<file path="config.mk">
export PLATFORM = sky130hd
export DESIGN_NAME = executeStage
export DESIGN_NICKNAME = d
export VERILOG_FILES = /design/src/include/core_consts.svh /design/src/hw/riscvPkg.sv /design/src/hw/executeStage.sv
export SDC_FILE = /design/constraint.sdc
export NUM_CORES = 1
export LEC_CHECK = 0
export ABC_AREA = 1
export ABC_CLOCK_PERIOD_IN_PS = 8770
export BUFFER_PORTS_ARGS = -buffer_cell sky130_fd_sc_hd__buf_2
export CAP_MARGIN = 20
export CORE_UTILIZATION = 63
export DETAILED_ROUTE_END_ITERATION = 10
export PLACE_DENSITY = 0.81
export SYNTH_ARGS = -nofsm -noshare
export SYNTH_HDL_FRONTEND = slang
export SYNTH_SLANG_ARGS = --single-unit
</file>
<file path="constraint.sdc">
create_clock -name clk -period 8.77 [get_ports clk]
set_input_delay 0.877 -clock clk [delete_from_list [all_inputs] [get_ports clk]]
set_output_delay 0.877 -clock clk [all_outputs]
set_load 0.02 [all_outputs]
</file>
<file path="src/include/core_consts.svh">
`ifndef CORE_CONSTS_SVH
`define CORE_CONSTS_SVH

// memory sizes
`define IMEM_WORDS 256  // instruction words
`define DMEM_BYTES 256  // data bytes, addresses wrap here

// major opcodes of the supported subset
`define OP_R      7'b011_0011  // add, sub, mul
`define OP_IMM    7'b001_0011  // addi
`define OP_LOAD   7'b000_0011  // lw
`define OP_STORE  7'b010_0011  // sw
`define OP_BRANCH 7'b110_0011  // blt
`define OP_LUI    7'b011_0111

// funct fields
`define F7_SUB   7'b010_0000
`define F7_MUL   7'b000_0001
`define F3_LW_SW 3'b010
`define F3_BLT   3'b100

`define END_WORD 32'hFFFF_FFFF  // end of program marker
`endif

</file>
<file path="src/hw/riscvPkg.sv">
package riscvPkg;

    typedef struct packed {
        logic [6:0] funct7;
        logic [4:0] rs2;
        logic [4:0] rs1;
        logic [2:0] funct3;
        logic [4:0] rd;
        logic [6:0] opcode;
    } rTypeT;

    typedef struct packed {
        logic [11:0] imm;
        logic [4:0]  rs1;
        logic [2:0]  funct3;
        logic [4:0]  rd;
        logic [6:0]  opcode;
    } iTypeT;

    typedef struct packed {
        logic [6:0] immHi;
        logic [4:0] rs2;
        logic [4:0] rs1;
        logic [2:0] funct3;
        logic [4:0] immLo;
        logic [6:0] opcode;
    } sTypeT;

    // branch offset is scattered over the word
    typedef struct packed {
        logic       imm12;
        logic [5:0] imm10to5;
        logic [4:0] rs2;
        logic [4:0] rs1;
        logic [2:0] funct3;
        logic [3:0] imm4to1;
        logic       imm11;
        logic [6:0] opcode;
    } bTypeT;

    typedef struct packed {
        logic [19:0] imm;  // upper 20 bits of the result
        logic [4:0]  rd;
        logic [6:0]  opcode;
    } uTypeT;

    // one instruction word, viewed per format
    typedef union packed {
        rTypeT rType;
        iTypeT iType;
        sTypeT sType;
        bTypeT bType;
        uTypeT uType;
    } instrT;

    typedef enum logic [2:0] {
        aluAdd,
        aluSub,
        aluMul,
        aluLui,
        aluNone  // branches, no result
    } aluOpT;

endpackage

</file>
<file path="src/hw/executeStage.sv">
`timescale 1ns/1ns

module executeStage (
    input  logic             clk,
    input  logic             rst,
    input  logic             decValid,
    input  riscvPkg::aluOpT  aluOp,
    input  logic [31:0]      opA,
    input  logic [31:0]      opB,
    input  logic [31:0]      storeDataIn,
    input  logic [4:0]       rdIn,
    input  logic             isLoadIn,
    input  logic             isStoreIn,
    input  logic             isBranchIn,
    input  logic [31:0]      branchTargetIn,
    output logic             exValid,
    output logic [31:0]      result,
    output logic [31:0]      storeData,
    output logic [4:0]       rd,
    output logic             isLoad,
    output logic             isStore,
    output logic             takeBranch,
    output logic [31:0]      branchTarget
);
    import riscvPkg::*;

    logic [31:0] aluOut;
    logic [31:0] product;
    logic        lessThan;

    assign product  = opA * opB;  // only the low word is kept
    assign lessThan = $signed(opA) < $signed(opB);  // blt is signed

    always_comb begin
        case (aluOp)
            aluAdd:  aluOut = opA + opB;  // also load/store address
            aluSub:  aluOut = opA - opB;
            aluMul:  aluOut = product;
            aluLui:  aluOut = opB;  // immediate already shifted
            default: aluOut = 32'd0;
        endcase
    end

    always_ff @(posedge clk) begin
        if (rst) exValid <= 1'b0;
        else exValid <= decValid;
    end

    always_ff @(posedge clk) begin
        if (decValid) begin
            result       <= aluOut;
            storeData    <= storeDataIn;
            rd           <= rdIn;
            isLoad       <= isLoadIn;
            isStore      <= isStoreIn;
            takeBranch   <= isBranchIn && lessThan;
            branchTarget <= branchTargetIn;
        end
    end

endmodule

</file>
==> results.txt <==
----------------------------------------------------
[Status]
  Run status ... complete, no violations

[Logic synthesis]
  Biggest area consumer among synthesized cells ... sky130_fd_sc_hd__fa_1
  Synthesized flop and latch total ... 105
  Synthesized netlist cell count ... 3204
  Number of synthesized flops with an enable pin ... 104
  Yosys cell types ... 47
  Most common cell in the netlist ... sky130_fd_sc_hd__inv_1
  Share of synthesized area occupied by flip-flops and latches ... 0.129
  Fraction of synthesized cell area taken by the top area cell type ... 0.338
  Warnings, synthesis ... 0
  Post-synthesis net count ... 3942
  Biggest area contributors in the synthesized netlist ... sky130_fd_sc_hd__fa_1 (34%), sky130_fd_sc_hd__inv_1 (13%), sky130_fd_sc_hd__edfxtp_1 (13%)
  Main flop type after synthesis ... sky130_fd_sc_hd__edfxtp_1
  Ys async rst share ... 0
  Avg Inst Size Synth ... 7.58 sq um
  Post-synthesis instance area ... 0.0243 sq mm
  Top cell types by occurrence after synthesis ... sky130_fd_sc_hd__inv_1 (871), sky130_fd_sc_hd__nand2_1 (815), sky130_fd_sc_hd__fa_1 (410)

[Hold path]
  Hold Crit Class ... input pin to flip-flop
  Hold Crit Depth ... 2
  HP Start ... rst
  Worst Hold Path EP ... exValid

[Global route]
  Sum of overflow across all layers after global routing ... 0
  Maximum number of pins on one net before global-route repair ... 90
  Tot GR Track Use ... 0.442
  First-pass GRT wire length ... 128 mm
  Number of antenna violations at the first check in global routing ... 8
  Via count of the first global-routing pass ... 22900

[Setup path]
  Crit path kind ... input pin to flip-flop
  Critical-path cell list ... buf_2 > ha_1 > inv_1 > fa_1 > inv_1 > fa_1 > fa_1 > inv_1 > fa_1 > inv_1 > fa_1 > ha_1 > fa_1 > fa_1 > ha_1 > a21oi_1 > o21ai_0 > a21oi_1 > nand3_1 > a21o_1 > o21ai_0 > o2111ai_1
  Worst path required time ... 8.86 ns
  Kind of end point of the critical path ... flip-flop
  Crit path arrival time ... 8.26 ns
  Critical Path Source Type ... input pin
  CP Max Fanout ... 26
  Max incr delay on CP ... 0.78 ns
  CP max stage cell ... sky130_fd_sc_hd__o21ai_0
  Most common cell type on the critical path ... sky130_fd_sc_hd__fa_1

[Die]
  Die outline area ... 0.0393 sq mm
  Placeable core area ... 0.0378 sq mm
  Starting Density ... 0.643
  Die outline height ... 198 um
  I/O pin count ... 247
  Horizontal extent of the die ... 198 um
  Cell Rows ... 71

[Route]
  Final antenna-violating net count ... 0
  Average via count per standard cell ... 5.77
  Total vias in the final route ... 22400
  Final routed wirelength across all metal layers ... 83.6 mm
  Avg WL per Cell ... 21.6 um
  Detailed router's first-iteration violation count ... 1978
  DRC errors left ... 0
  Number of optimization iterations in the first detailed-route pass ... 7

[STA]
  Least-Margin Pin Slew ... 1.09 ns
  Fmax ... 0.122 GHz
  Hold violation count in the final report ... 0
  Unrepaired setup endpoints after global routing ... false
  Final cycle utilization of the critical path ... 0.932
  Min Clock Period, post-route ... 8.17 ns
  Post-Route Setup TNS ... 0 ns
  Slew margin rel. ... 0.275
  Setup slack of the critical path after layout ... 0.596 ns
  Final setup viols ... 0
  Final Slew Violations ... 0

[Place]
  Routability congestion estimate ... 1.08
  IO buf count ... 246
  Detailed placer's ending HPWL ... 67.8 mm
  Pre-CTS WS ... 0.450 ns

[CTS]
  Num Clock Sinks ... 105
  TritonCTS clock tree ... yes
  Number of buffers created by CTS ... 9
  Clock root buffer master ... sky130_fd_sc_hd__clkbuf_16
  Number of H-tree branching levels ... 3
  Buffer levels on the longest clock path ... 2
  Quantity of gates resized following cts ... 0
  Total of hold buffers inserted after clock tree synthesis ... 0
  Clock transition at the registers of the reported paths ... 0.09 ns
  Post-CTS Repair Setup Buffers ... 0

[Final layout]
  Fill cell count ... 3072
  Layout overhead on the synthesized area ... 7.56%
  Total Nets Final ... 4088
  Share of final-layout standard cells stronger than drive strength 1 ... 0.0996

[Flow run]
  Max_cap viols ... 0

----------------------------------------------------
==> metrics by stage <==
stage                     cells   util  hold slack [ns]  cell area [sq um]
after CTS                  3866  0.691            0.643              26100
final                      3875  0.692            0.655              26100
after global placement     3849  0.682             1.03              25800
after detailed placement   3850  0.683             1.04              25800
after floorplan            3204      -            0.948              24300
after global routing       3873  0.691            0.656              26100
==> critical path: cells and delay by family <==
| family | cells | cell delay (ns) |
|---|---|---|
| AO/OA/AOI/OAI | 6 | 1.94 |
| adder cells (fa/ha/maj) | 10 | 4.23 |
| buffers and inverters | 5 | 0.92 |
| AND/OR/NAND/NOR | 1 | 0.21 |
==> cells by family after synthesis <==
family                   Yosys count  share of synthesized area
XOR/XNOR                          23                    0.00830
flip-flops                       105                      0.129
buffers and inverters           1032                      0.162
AO/OA/AOI/OAI                    339                     0.0807
AND/OR/NAND/NOR                 1109                      0.186
adder cells (fa/ha/maj)          596                      0.434
==> layer usage <==
| layer | vias to the layer above | track usage | share of wire |
|---|---|---|---|
| met5 | - | 0 | 0.00013 |
| met4 | 2 | 0.305 | 0.081 |
| met3 | 384 | 0.0843 | 0.11 |
| met2 | 1466 | 0.699 | 0.45 |
| met1 | 10700 | 0.548 | 0.35 |
| li1 | 9809 | - | - |
==> cell usage in the layout (no fill, tap or decap), types with 4 or more instances in the layout <==
| cell type | synthesis | final |
|---|---|---|
| sky130_fd_sc_hd__a21boi_1 | 4 | 4 |
| sky130_fd_sc_hd__a21o_1 | 15 | 15 |
| sky130_fd_sc_hd__a21oi_1 | 134 | 134 |
| sky130_fd_sc_hd__a21oi_2 | 6 | 6 |
| sky130_fd_sc_hd__a31oi_1 | 5 | 5 |
| sky130_fd_sc_hd__buf_2 | 43 | 246 |
| sky130_fd_sc_hd__buf_4 | 0 | 25 |
| sky130_fd_sc_hd__clkbuf_16 | 0 | 9 |
| sky130_fd_sc_hd__diode_2 | 0 | 9 |
| sky130_fd_sc_hd__edfxtp_1 | 104 | 104 |
| sky130_fd_sc_hd__fa_1 | 410 | 410 |
| sky130_fd_sc_hd__ha_1 | 186 | 186 |
| sky130_fd_sc_hd__inv_1 | 871 | 871 |
| sky130_fd_sc_hd__inv_2 | 23 | 23 |
| sky130_fd_sc_hd__nand2_1 | 815 | 815 |
| sky130_fd_sc_hd__nand2_2 | 4 | 4 |
| sky130_fd_sc_hd__nand3_1 | 108 | 108 |
| sky130_fd_sc_hd__nand3b_1 | 9 | 9 |
| sky130_fd_sc_hd__nand4_1 | 21 | 21 |
| sky130_fd_sc_hd__nor2_1 | 106 | 106 |
| sky130_fd_sc_hd__nor3_1 | 23 | 22 |
| sky130_fd_sc_hd__nor4_1 | 4 | 4 |
| sky130_fd_sc_hd__o2111ai_1 | 20 | 20 |
| sky130_fd_sc_hd__o211ai_1 | 4 | 4 |
| sky130_fd_sc_hd__o21ai_0 | 87 | 87 |
| sky130_fd_sc_hd__o21ai_1 | 34 | 34 |
| sky130_fd_sc_hd__o21ai_2 | 4 | 4 |
| sky130_fd_sc_hd__o21bai_1 | 13 | 13 |
| sky130_fd_sc_hd__or2_0 | 5 | 5 |
| sky130_fd_sc_hd__or2_1 | 7 | 7 |
| sky130_fd_sc_hd__xnor2_1 | 6 | 6 |
| sky130_fd_sc_hd__xor2_1 | 17 | 17 |
==> cell type report <==
class,instances,area (sq um),share of cell area
Antenna cell,9,22.5,0.000863
Clock inverter,7,88.8,0.00340
Multi-Input combinational cell,2067,17200,0.659
Timing Repair Buffer,271,1420,0.0543
Tap cell,511,639,0.0245
Inverter,896,3360,0.129
Sequential cell,105,3140,0.120
Clock buffer,9,225,0.00863
==> worst max path at each step <==
| stage | start | to | slack (ns) | cells after the start |
|---|---|---|---|---|
| 2_1_floorplan | opA[11] | result[27] | 1.56 | 25 |
| 3_3_place_gp | opA[8] | result[24] | 0.43 | 22 |
| 3_5_place_dp | opA[8] | result[24] | 0.45 | 22 |
| 4_1_cts | opA[8] | result[24] | 0.83 | 22 |
| 5_1_grt | opB[9] | result[24] | 0.47 | 22 |
| 6_report | opA[8] | result[24] | 0.60 | 22 |
==> registers in the layout (all words and copies together) (netlist names) <==
signal / flops
branchTarget: 32
exValid: 1
isLoad: 1
isStore: 1
rd: 5
result: 32
storeData: 32
takeBranch: 1
Power is left out: the tool's default activity adds up to more than one toggle a clock period on the data nets, which glitch-free logic cannot reach.
