**config.mk**
```make
export PLATFORM = sky130hd
export DESIGN_NAME = decodeStage
export DESIGN_NICKNAME = d
export VERILOG_FILES = /design/src/hw/riscvPkg.sv /design/src/hw/decodeStage.sv
export VERILOG_INCLUDE_DIRS = /design/src /design/src/include
export SDC_FILE = /design/constraint.sdc
export NUM_CORES = 2
export LEC_CHECK = 0
export BUFFER_PORTS_ARGS = -buffer_cell sky130_fd_sc_hd__buf_2
export CAP_MARGIN = 25
export CORE_MARGIN = 2
export CORE_UTILIZATION = 30
export DETAILED_ROUTE_END_ITERATION = 10
export MAX_ROUTING_LAYER = met4
export PLACE_DENSITY = 0.52
export RECOVER_POWER = 25
export SYNTH_ARGS = -nofsm -noshare
export SYNTH_HDL_FRONTEND = slang
export SYNTH_SLANG_ARGS = --single-unit
```
**constraint.sdc**
```tcl
create_clock -name clk -period 4.6 [get_ports clk]
set_clock_uncertainty 0.05 [all_clocks]
set_input_delay 0.46 -clock clk [delete_from_list [all_inputs] [get_ports clk]]
set_output_delay 0.46 -clock clk [all_outputs]
set_load 0.005 [all_outputs]
```
**src/include/core_consts.svh**
```systemverilog
`ifndef CORE_CONSTS_SVH
`define CORE_CONSTS_SVH

// memory sizes
`define IMEM_WORDS 256  // instruction words
`define DMEM_BYTES 256  // data bytes, addresses wrap here

// major opcodes of the supported subset
`define OP_R      7'b011_0011  // add, sub, mul
`define OP_IMM    7'b001_0011  // addi
`define OP_LOAD   7'b000_0011  // lw
`define OP_STORE  7'b010_0011  // sw
`define OP_BRANCH 7'b110_0011  // blt
`define OP_LUI    7'b011_0111

// funct fields
`define F7_SUB   7'b010_0000
`define F7_MUL   7'b000_0001
`define F3_LW_SW 3'b010
`define F3_BLT   3'b100

`define END_WORD 32'hFFFF_FFFF  // end of program marker
`endif

```
**src/hw/riscvPkg.sv**
```systemverilog
package riscvPkg;

    typedef struct packed {
        logic [6:0] funct7;
        logic [4:0] rs2;
        logic [4:0] rs1;
        logic [2:0] funct3;
        logic [4:0] rd;
        logic [6:0] opcode;
    } rTypeT;

    typedef struct packed {
        logic [11:0] imm;
        logic [4:0]  rs1;
        logic [2:0]  funct3;
        logic [4:0]  rd;
        logic [6:0]  opcode;
    } iTypeT;

    typedef struct packed {
        logic [6:0] immHi;
        logic [4:0] rs2;
        logic [4:0] rs1;
        logic [2:0] funct3;
        logic [4:0] immLo;
        logic [6:0] opcode;
    } sTypeT;

    // branch offset is scattered over the word
    typedef struct packed {
        logic       imm12;
        logic [5:0] imm10to5;
        logic [4:0] rs2;
        logic [4:0] rs1;
        logic [2:0] funct3;
        logic [3:0] imm4to1;
        logic       imm11;
        logic [6:0] opcode;
    } bTypeT;

    typedef struct packed {
        logic [19:0] imm;  // upper 20 bits of the result
        logic [4:0]  rd;
        logic [6:0]  opcode;
    } uTypeT;

    // one instruction word, viewed per format
    typedef union packed {
        rTypeT rType;
        iTypeT iType;
        sTypeT sType;
        bTypeT bType;
        uTypeT uType;
    } instrT;

    typedef enum logic [2:0] {
        aluAdd,
        aluSub,
        aluMul,
        aluLui,
        aluNone  // branches, no result
    } aluOpT;

endpackage

```
**src/hw/decodeStage.sv**
```systemverilog
`timescale 1ns/1ns
`include "core_consts.svh"

module decodeStage (
    input  logic             clk,
    input  logic             rst,
    input  logic             fetchValid,
    input  riscvPkg::instrT  instr,
    input  logic [31:0]      pc,
    input  logic             wbEn,
    input  logic [4:0]       wbRd,
    input  logic [31:0]      wbData,
    input  logic [4:0]       dbgAddr,
    output logic [31:0]      dbgData,
    output logic             decValid,
    output logic             endSeen,
    output riscvPkg::aluOpT  aluOp,
    output logic [31:0]      opA,
    output logic [31:0]      opB,
    output logic [31:0]      storeData,
    output logic [4:0]       rd,
    output logic             isLoad,
    output logic             isStore,
    output logic             isBranch,
    output logic [31:0]      branchTarget
);
    import riscvPkg::*;

    logic [31:0] regs [0:31];
    logic [31:0] rs1Val, rs2Val;
    logic [31:0] immI, immS, immB, immU;
    logic [6:0]  opcode;
    logic [2:0]  funct3;
    aluOpT       aluOpNext;
    logic [31:0] opBNext;
    logic [4:0]  rdNext;
    logic        isLoadNext, isStoreNext, isBranchNext;

    assign opcode = instr.rType.opcode;
    assign funct3 = instr.iType.funct3;  // same bits in every view that has one

    // x0 hardwired to zero
    assign rs1Val  = (instr.rType.rs1 == 5'd0) ? 32'd0 : regs[instr.rType.rs1];
    assign rs2Val  = (instr.rType.rs2 == 5'd0) ? 32'd0 : regs[instr.rType.rs2];
    assign dbgData = (dbgAddr == 5'd0) ? 32'd0 : regs[dbgAddr];

    // sign extended immediates
    assign immI = {{20{instr.iType.imm[11]}}, instr.iType.imm};
    assign immS = {{20{instr.sType.immHi[6]}}, instr.sType.immHi, instr.sType.immLo};
    assign immB = {{19{instr.bType.imm12}}, instr.bType.imm12, instr.bType.imm11,
                   instr.bType.imm10to5, instr.bType.imm4to1, 1'b0};
    assign immU = {instr.uType.imm, 12'd0};

    always_comb begin
        aluOpNext    = aluNone;
        opBNext      = rs2Val;
        rdNext       = 5'd0;  // no write unless decoded below
        isLoadNext   = 1'b0;
        isStoreNext  = 1'b0;
        isBranchNext = 1'b0;
        case (opcode)
            `OP_R: begin
                rdNext = instr.rType.rd;
                if (instr.rType.funct7 == `F7_SUB) aluOpNext = aluSub;
                else if (instr.rType.funct7 == `F7_MUL) aluOpNext = aluMul;
                else aluOpNext = aluAdd;
            end
            `OP_IMM: begin
                aluOpNext = aluAdd;
                opBNext   = immI;
                rdNext    = instr.rType.rd;
            end
            `OP_LOAD: if (funct3 == `F3_LW_SW) begin
                aluOpNext  = aluAdd;  // effective address
                opBNext    = immI;
                rdNext     = instr.rType.rd;
                isLoadNext = 1'b1;
            end
            `OP_STORE: if (funct3 == `F3_LW_SW) begin
                aluOpNext   = aluAdd;
                opBNext     = immS;  // rd field holds offset bits here
                isStoreNext = 1'b1;
            end
            `OP_BRANCH: isBranchNext = (funct3 == `F3_BLT);  // compare rs1, rs2
            `OP_LUI: begin
                aluOpNext = aluLui;
                opBNext   = immU;
                rdNext    = instr.uType.rd;
            end
            default: ;  // unknown opcode retires as a no-op
        endcase
    end

    always_ff @(posedge clk) begin
        if (rst) begin
            for (int i = 0; i < 32; i++) regs[i] <= 32'd0;
        end else if (wbEn) begin
            regs[wbRd] <= wbData;
        end
    end

    always_ff @(posedge clk) begin
        if (rst) begin
            decValid <= 1'b0;
            endSeen  <= 1'b0;
        end else begin
            decValid <= fetchValid && (instr != `END_WORD);
            endSeen  <= fetchValid && (instr == `END_WORD);  // token stops here
        end
    end

    // payload, qualified by decValid
    always_ff @(posedge clk) begin
        if (fetchValid) begin
            aluOp        <= aluOpNext;
            opA          <= rs1Val;
            opB          <= opBNext;
            storeData    <= rs2Val;
            rd           <= rdNext;
            isLoad       <= isLoadNext;
            isStore      <= isStoreNext;
            isBranch     <= isBranchNext;
            branchTarget <= pc + immB;  // pc of this instruction
        end
    end

    // memStage owns the x0 filter, decode only ever sees real writes
    assert property (@(posedge clk) disable iff (rst) wbEn |-> wbRd != 5'd0);

endmodule

```
==> impl_metrics.toml <==
[yosys]
syn_inst = 4659
netlist_area_sq_mm = 0.06948
syn_area_per_cell_sq_um = 14.91
synth_edf_count = 1163
synth.net_count = 4800
ys_ff_latch = 1165
yosys_warnings = 0
synth_cell_types = 66
seq_area_frac_synth_pct = 50.32
synth_ff_type = "edfxtp_1"
async_flop_share_pct = 0

[floorplan]
core_region_area_sq_mm = 0.2301
die_h_um = 485.3
die_area_sq_mm = 0.2355
die_w_um = 485.3
ios = 283
num_rows = 176
start_util_pct = 30.19

[clock_tree]
cts_tree = "yes"
cts.sinks = 1165
postCtsSetupBuffers = 0
cts_inserted_buffers = 137
cts.clk_slew.worst_paths_ns = 0.06
clk_path_buf_depth = 3
htree_levels = 4
insertion_delay_ns = 0.80
cts-root-buf = "clkbuf_16"

[pwr]
leakagePower_nw = 27.77
ir_drop_v = 0.0003702
power_density_mw_per_mm2 = 358.6

[final_layout]
multi_input_area_sq_mm = 0.03262
seq_area_sq_mm = 0.03496
layout.core_utilization_pct = 34.87
most-common-layout-cells = "edfxtp_1, and2_1, mux4_2"
fill_cells = 21840
drive_gt1_share_pct = 31.50
final_common_cell = "edfxtp_1"
nets = 5010
areaGrowthSynthToFinish_pct = 15.49

[timing]
min_period_ns = 4.313
fin_crit_sh_pct = 93.76
slew_viol_final = 532
worst_slew_pin_slew_ns = 4.277
fin_tns_setup_ns = 0
hold_viol_final = 0
relSlewSlack_pct = -185.1
clock.fmax_mhz = 231.9
setup_viol = 0
rsz0062_at_grt = "no"

[drt]
via_count = 47340
vias_per_cell = 5.904
drc = 0
wirelength_mm = 286.1
drt.antenna.violating_nets = 0
drt-initial-drc-count = 5794
avgRoutedWirePerCell_um = 35.68
dr.pass1.iters = 6

[worst_setup_path]
arrival_ns = 4.69
cp.required_ns = 4.98
critPathKind = "primary input to register"
worstPathMaxFanout = 36
critPathLaunchType = "primary input"
crit_path_end_kind = "register"

[global_routing]
use_met1_pct = 29.75
globalRoute.totalOverflow = 0
met2_usage_pct = 39.81
use_met3_pct = 4.695
antenna_found_initial = 28
grt_pass1_vias = 46980
grt_most_used_layer = "met2"
grt_pass1_wl_mm = 390.6
grt_start_max_net_pins = 86
track_usage_pct = 24.53

[place]
dp_hpwl_mm = 175.3
port_buffers = 282
globalplace.congestion = 0.8938

[worst_hold_path]
hold_class = "primary input to register"

[outcome]
status = "finished, violations left"
violations = "max-capacitance violations, max-slew violations"

[run]
maxCapViolCount = 21
==> metrics by stage <==
| stage | std cells | area, sq um | hold slack [ns] | setup slack, ns | power, W |
|---|---|---|---|---|---|
| 2_1_floorplan | 4659 | 69480 | 0.5089 | 1.748 | 0.01556 |
| 3_3_place_gp | 7749 | 75790 | 0.5892 | 0.5515 | 0.01769 |
| 3_5_place_dp | 7749 | 75790 | 0.5911 | 0.5751 | 0.01772 |
| 4_1_cts | 8000 | 80330 | 0.01531 | 0.5651 | 0.02886 |
| 5_1_grt | 8016 | 80240 | 0.05172 | 0.2725 | 0.02949 |
| 6_report | 8018 | 80250 | 0.05204 | 0.2871 | 0.02877 |
==> sequential cells by signal, summed over array words and instances (netlist names) <==
| signal | flops |
|---|---|
| regs | 1024 |
| branchTarget | 32 |
| opA | 32 |
| opB | 32 |
| storeData | 32 |
| rd | 5 |
| aluOp | 3 |
| decValid | 1 |
| endSeen | 1 |
| isBranch | 1 |
| isLoad | 1 |
| isStore | 1 |
==> worst max-delay path: stages <==
cell and delay [ns]:
clkbuf_1 0.60, nand4b_1 0.42, clkbuf_1 0.41, nor2_4 0.21, or2_0 1.85, buf_4 0.70
==> cell type report <==
class / instances / share of cell area, %
clock inverter: 80 / 1.096
sequential: 1165 / 43.57
tap: 3026 / 4.718
inverter: 16 / 0.07796
clock buffer: 164 / 4.478
antenna: 18 / 0.05613
timing repair buffer: 557 / 5.356
multi-input combinational: 2992 / 40.65
==> path summary, 6_finish.rpt <==
path	slack, ns	cells after the start	to	start
hold / removal	0.05	2	rd[4]$_DFFE_PP_	instr[11]
setup reg to reg	1.92	7	opB[5]$_DFFE_PP_	regs[3][5]$_SDFFCE_PN0P_
setup / recovery	0.29	6	regs[15][0]$_SDFFCE_PN0P_	rst
hold reg to reg	1.00	4	opA[11]$_SDFFCE_PN0P_	regs[18][11]$_SDFFCE_PN0P_
==> power breakdown <==
part,total (W),internal (W),switching (W)
clock network,0.0112,0.00653,0.00468
registers,0.0129,0.0124,0.000441
logic,0.00470,0.00203,0.00267
total,0.0288,0.0210,0.00779
==> what timing repair did <==
| item | 4_1_cts | 5_1_grt |
|---|---|---|
| resized for setup | 0 | 0 |
| hold endpoints to repair | 6 | 0 |
| hold buffers | 7 | 0 |
==> cells in the mapped netlist, types with 16 or more instances <==
library cell	n	share of area [%]
a31oi_1	19	0.17
buf_1	45	0.24
o22ai_1	64	0.58
o22a_1	16	0.20
nor3_1	20	0.14
a21oi_1	93	0.67
nor2_1	152	0.82
mux2i_1	320	4.6
and2_1	1026	9.2
buf_2	68	0.49
a211oi_1	42	0.45
clkbuf_1	332	1.8
buf_4	34	0.37
nand2_1	130	0.70
ha_1	30	0.54
mux4_2	768	25
xnor2_1	19	0.24
or2_2	32	0.29
edfxtp_1	1163	50
o221ai_1	128	1.6
==> metal layers <==
| layer | routed length, um | vias to the layer above | share of wire, % |
|---|---|---|---|
| li1 | - | 18940 | - |
| met1 | 109100 | 24990 | 38 |
| met2 | 138700 | 2755 | 48 |
| met3 | 24310 | 655 | 8.5 |
| met4 | 14030 | 0 | 4.9 |
| met5 | 0 | - | 0 |
==> cell families (layout without fill, tap and decap cells) <==
kind of cell,after synthesis,in the layout,synth area share (%)
compound gates,423,423,4.352
xor+xnor,27,27,0.3403
fa+ha+maj,31,31,0.5690
buf+inv,502,817,3.094
flops,1165,1165,50.32
mux,1088,1088,29.50
other cells,0,18,0
simple gates,1423,1423,11.82
Note: power is estimated with default switching activity, not from simulation.
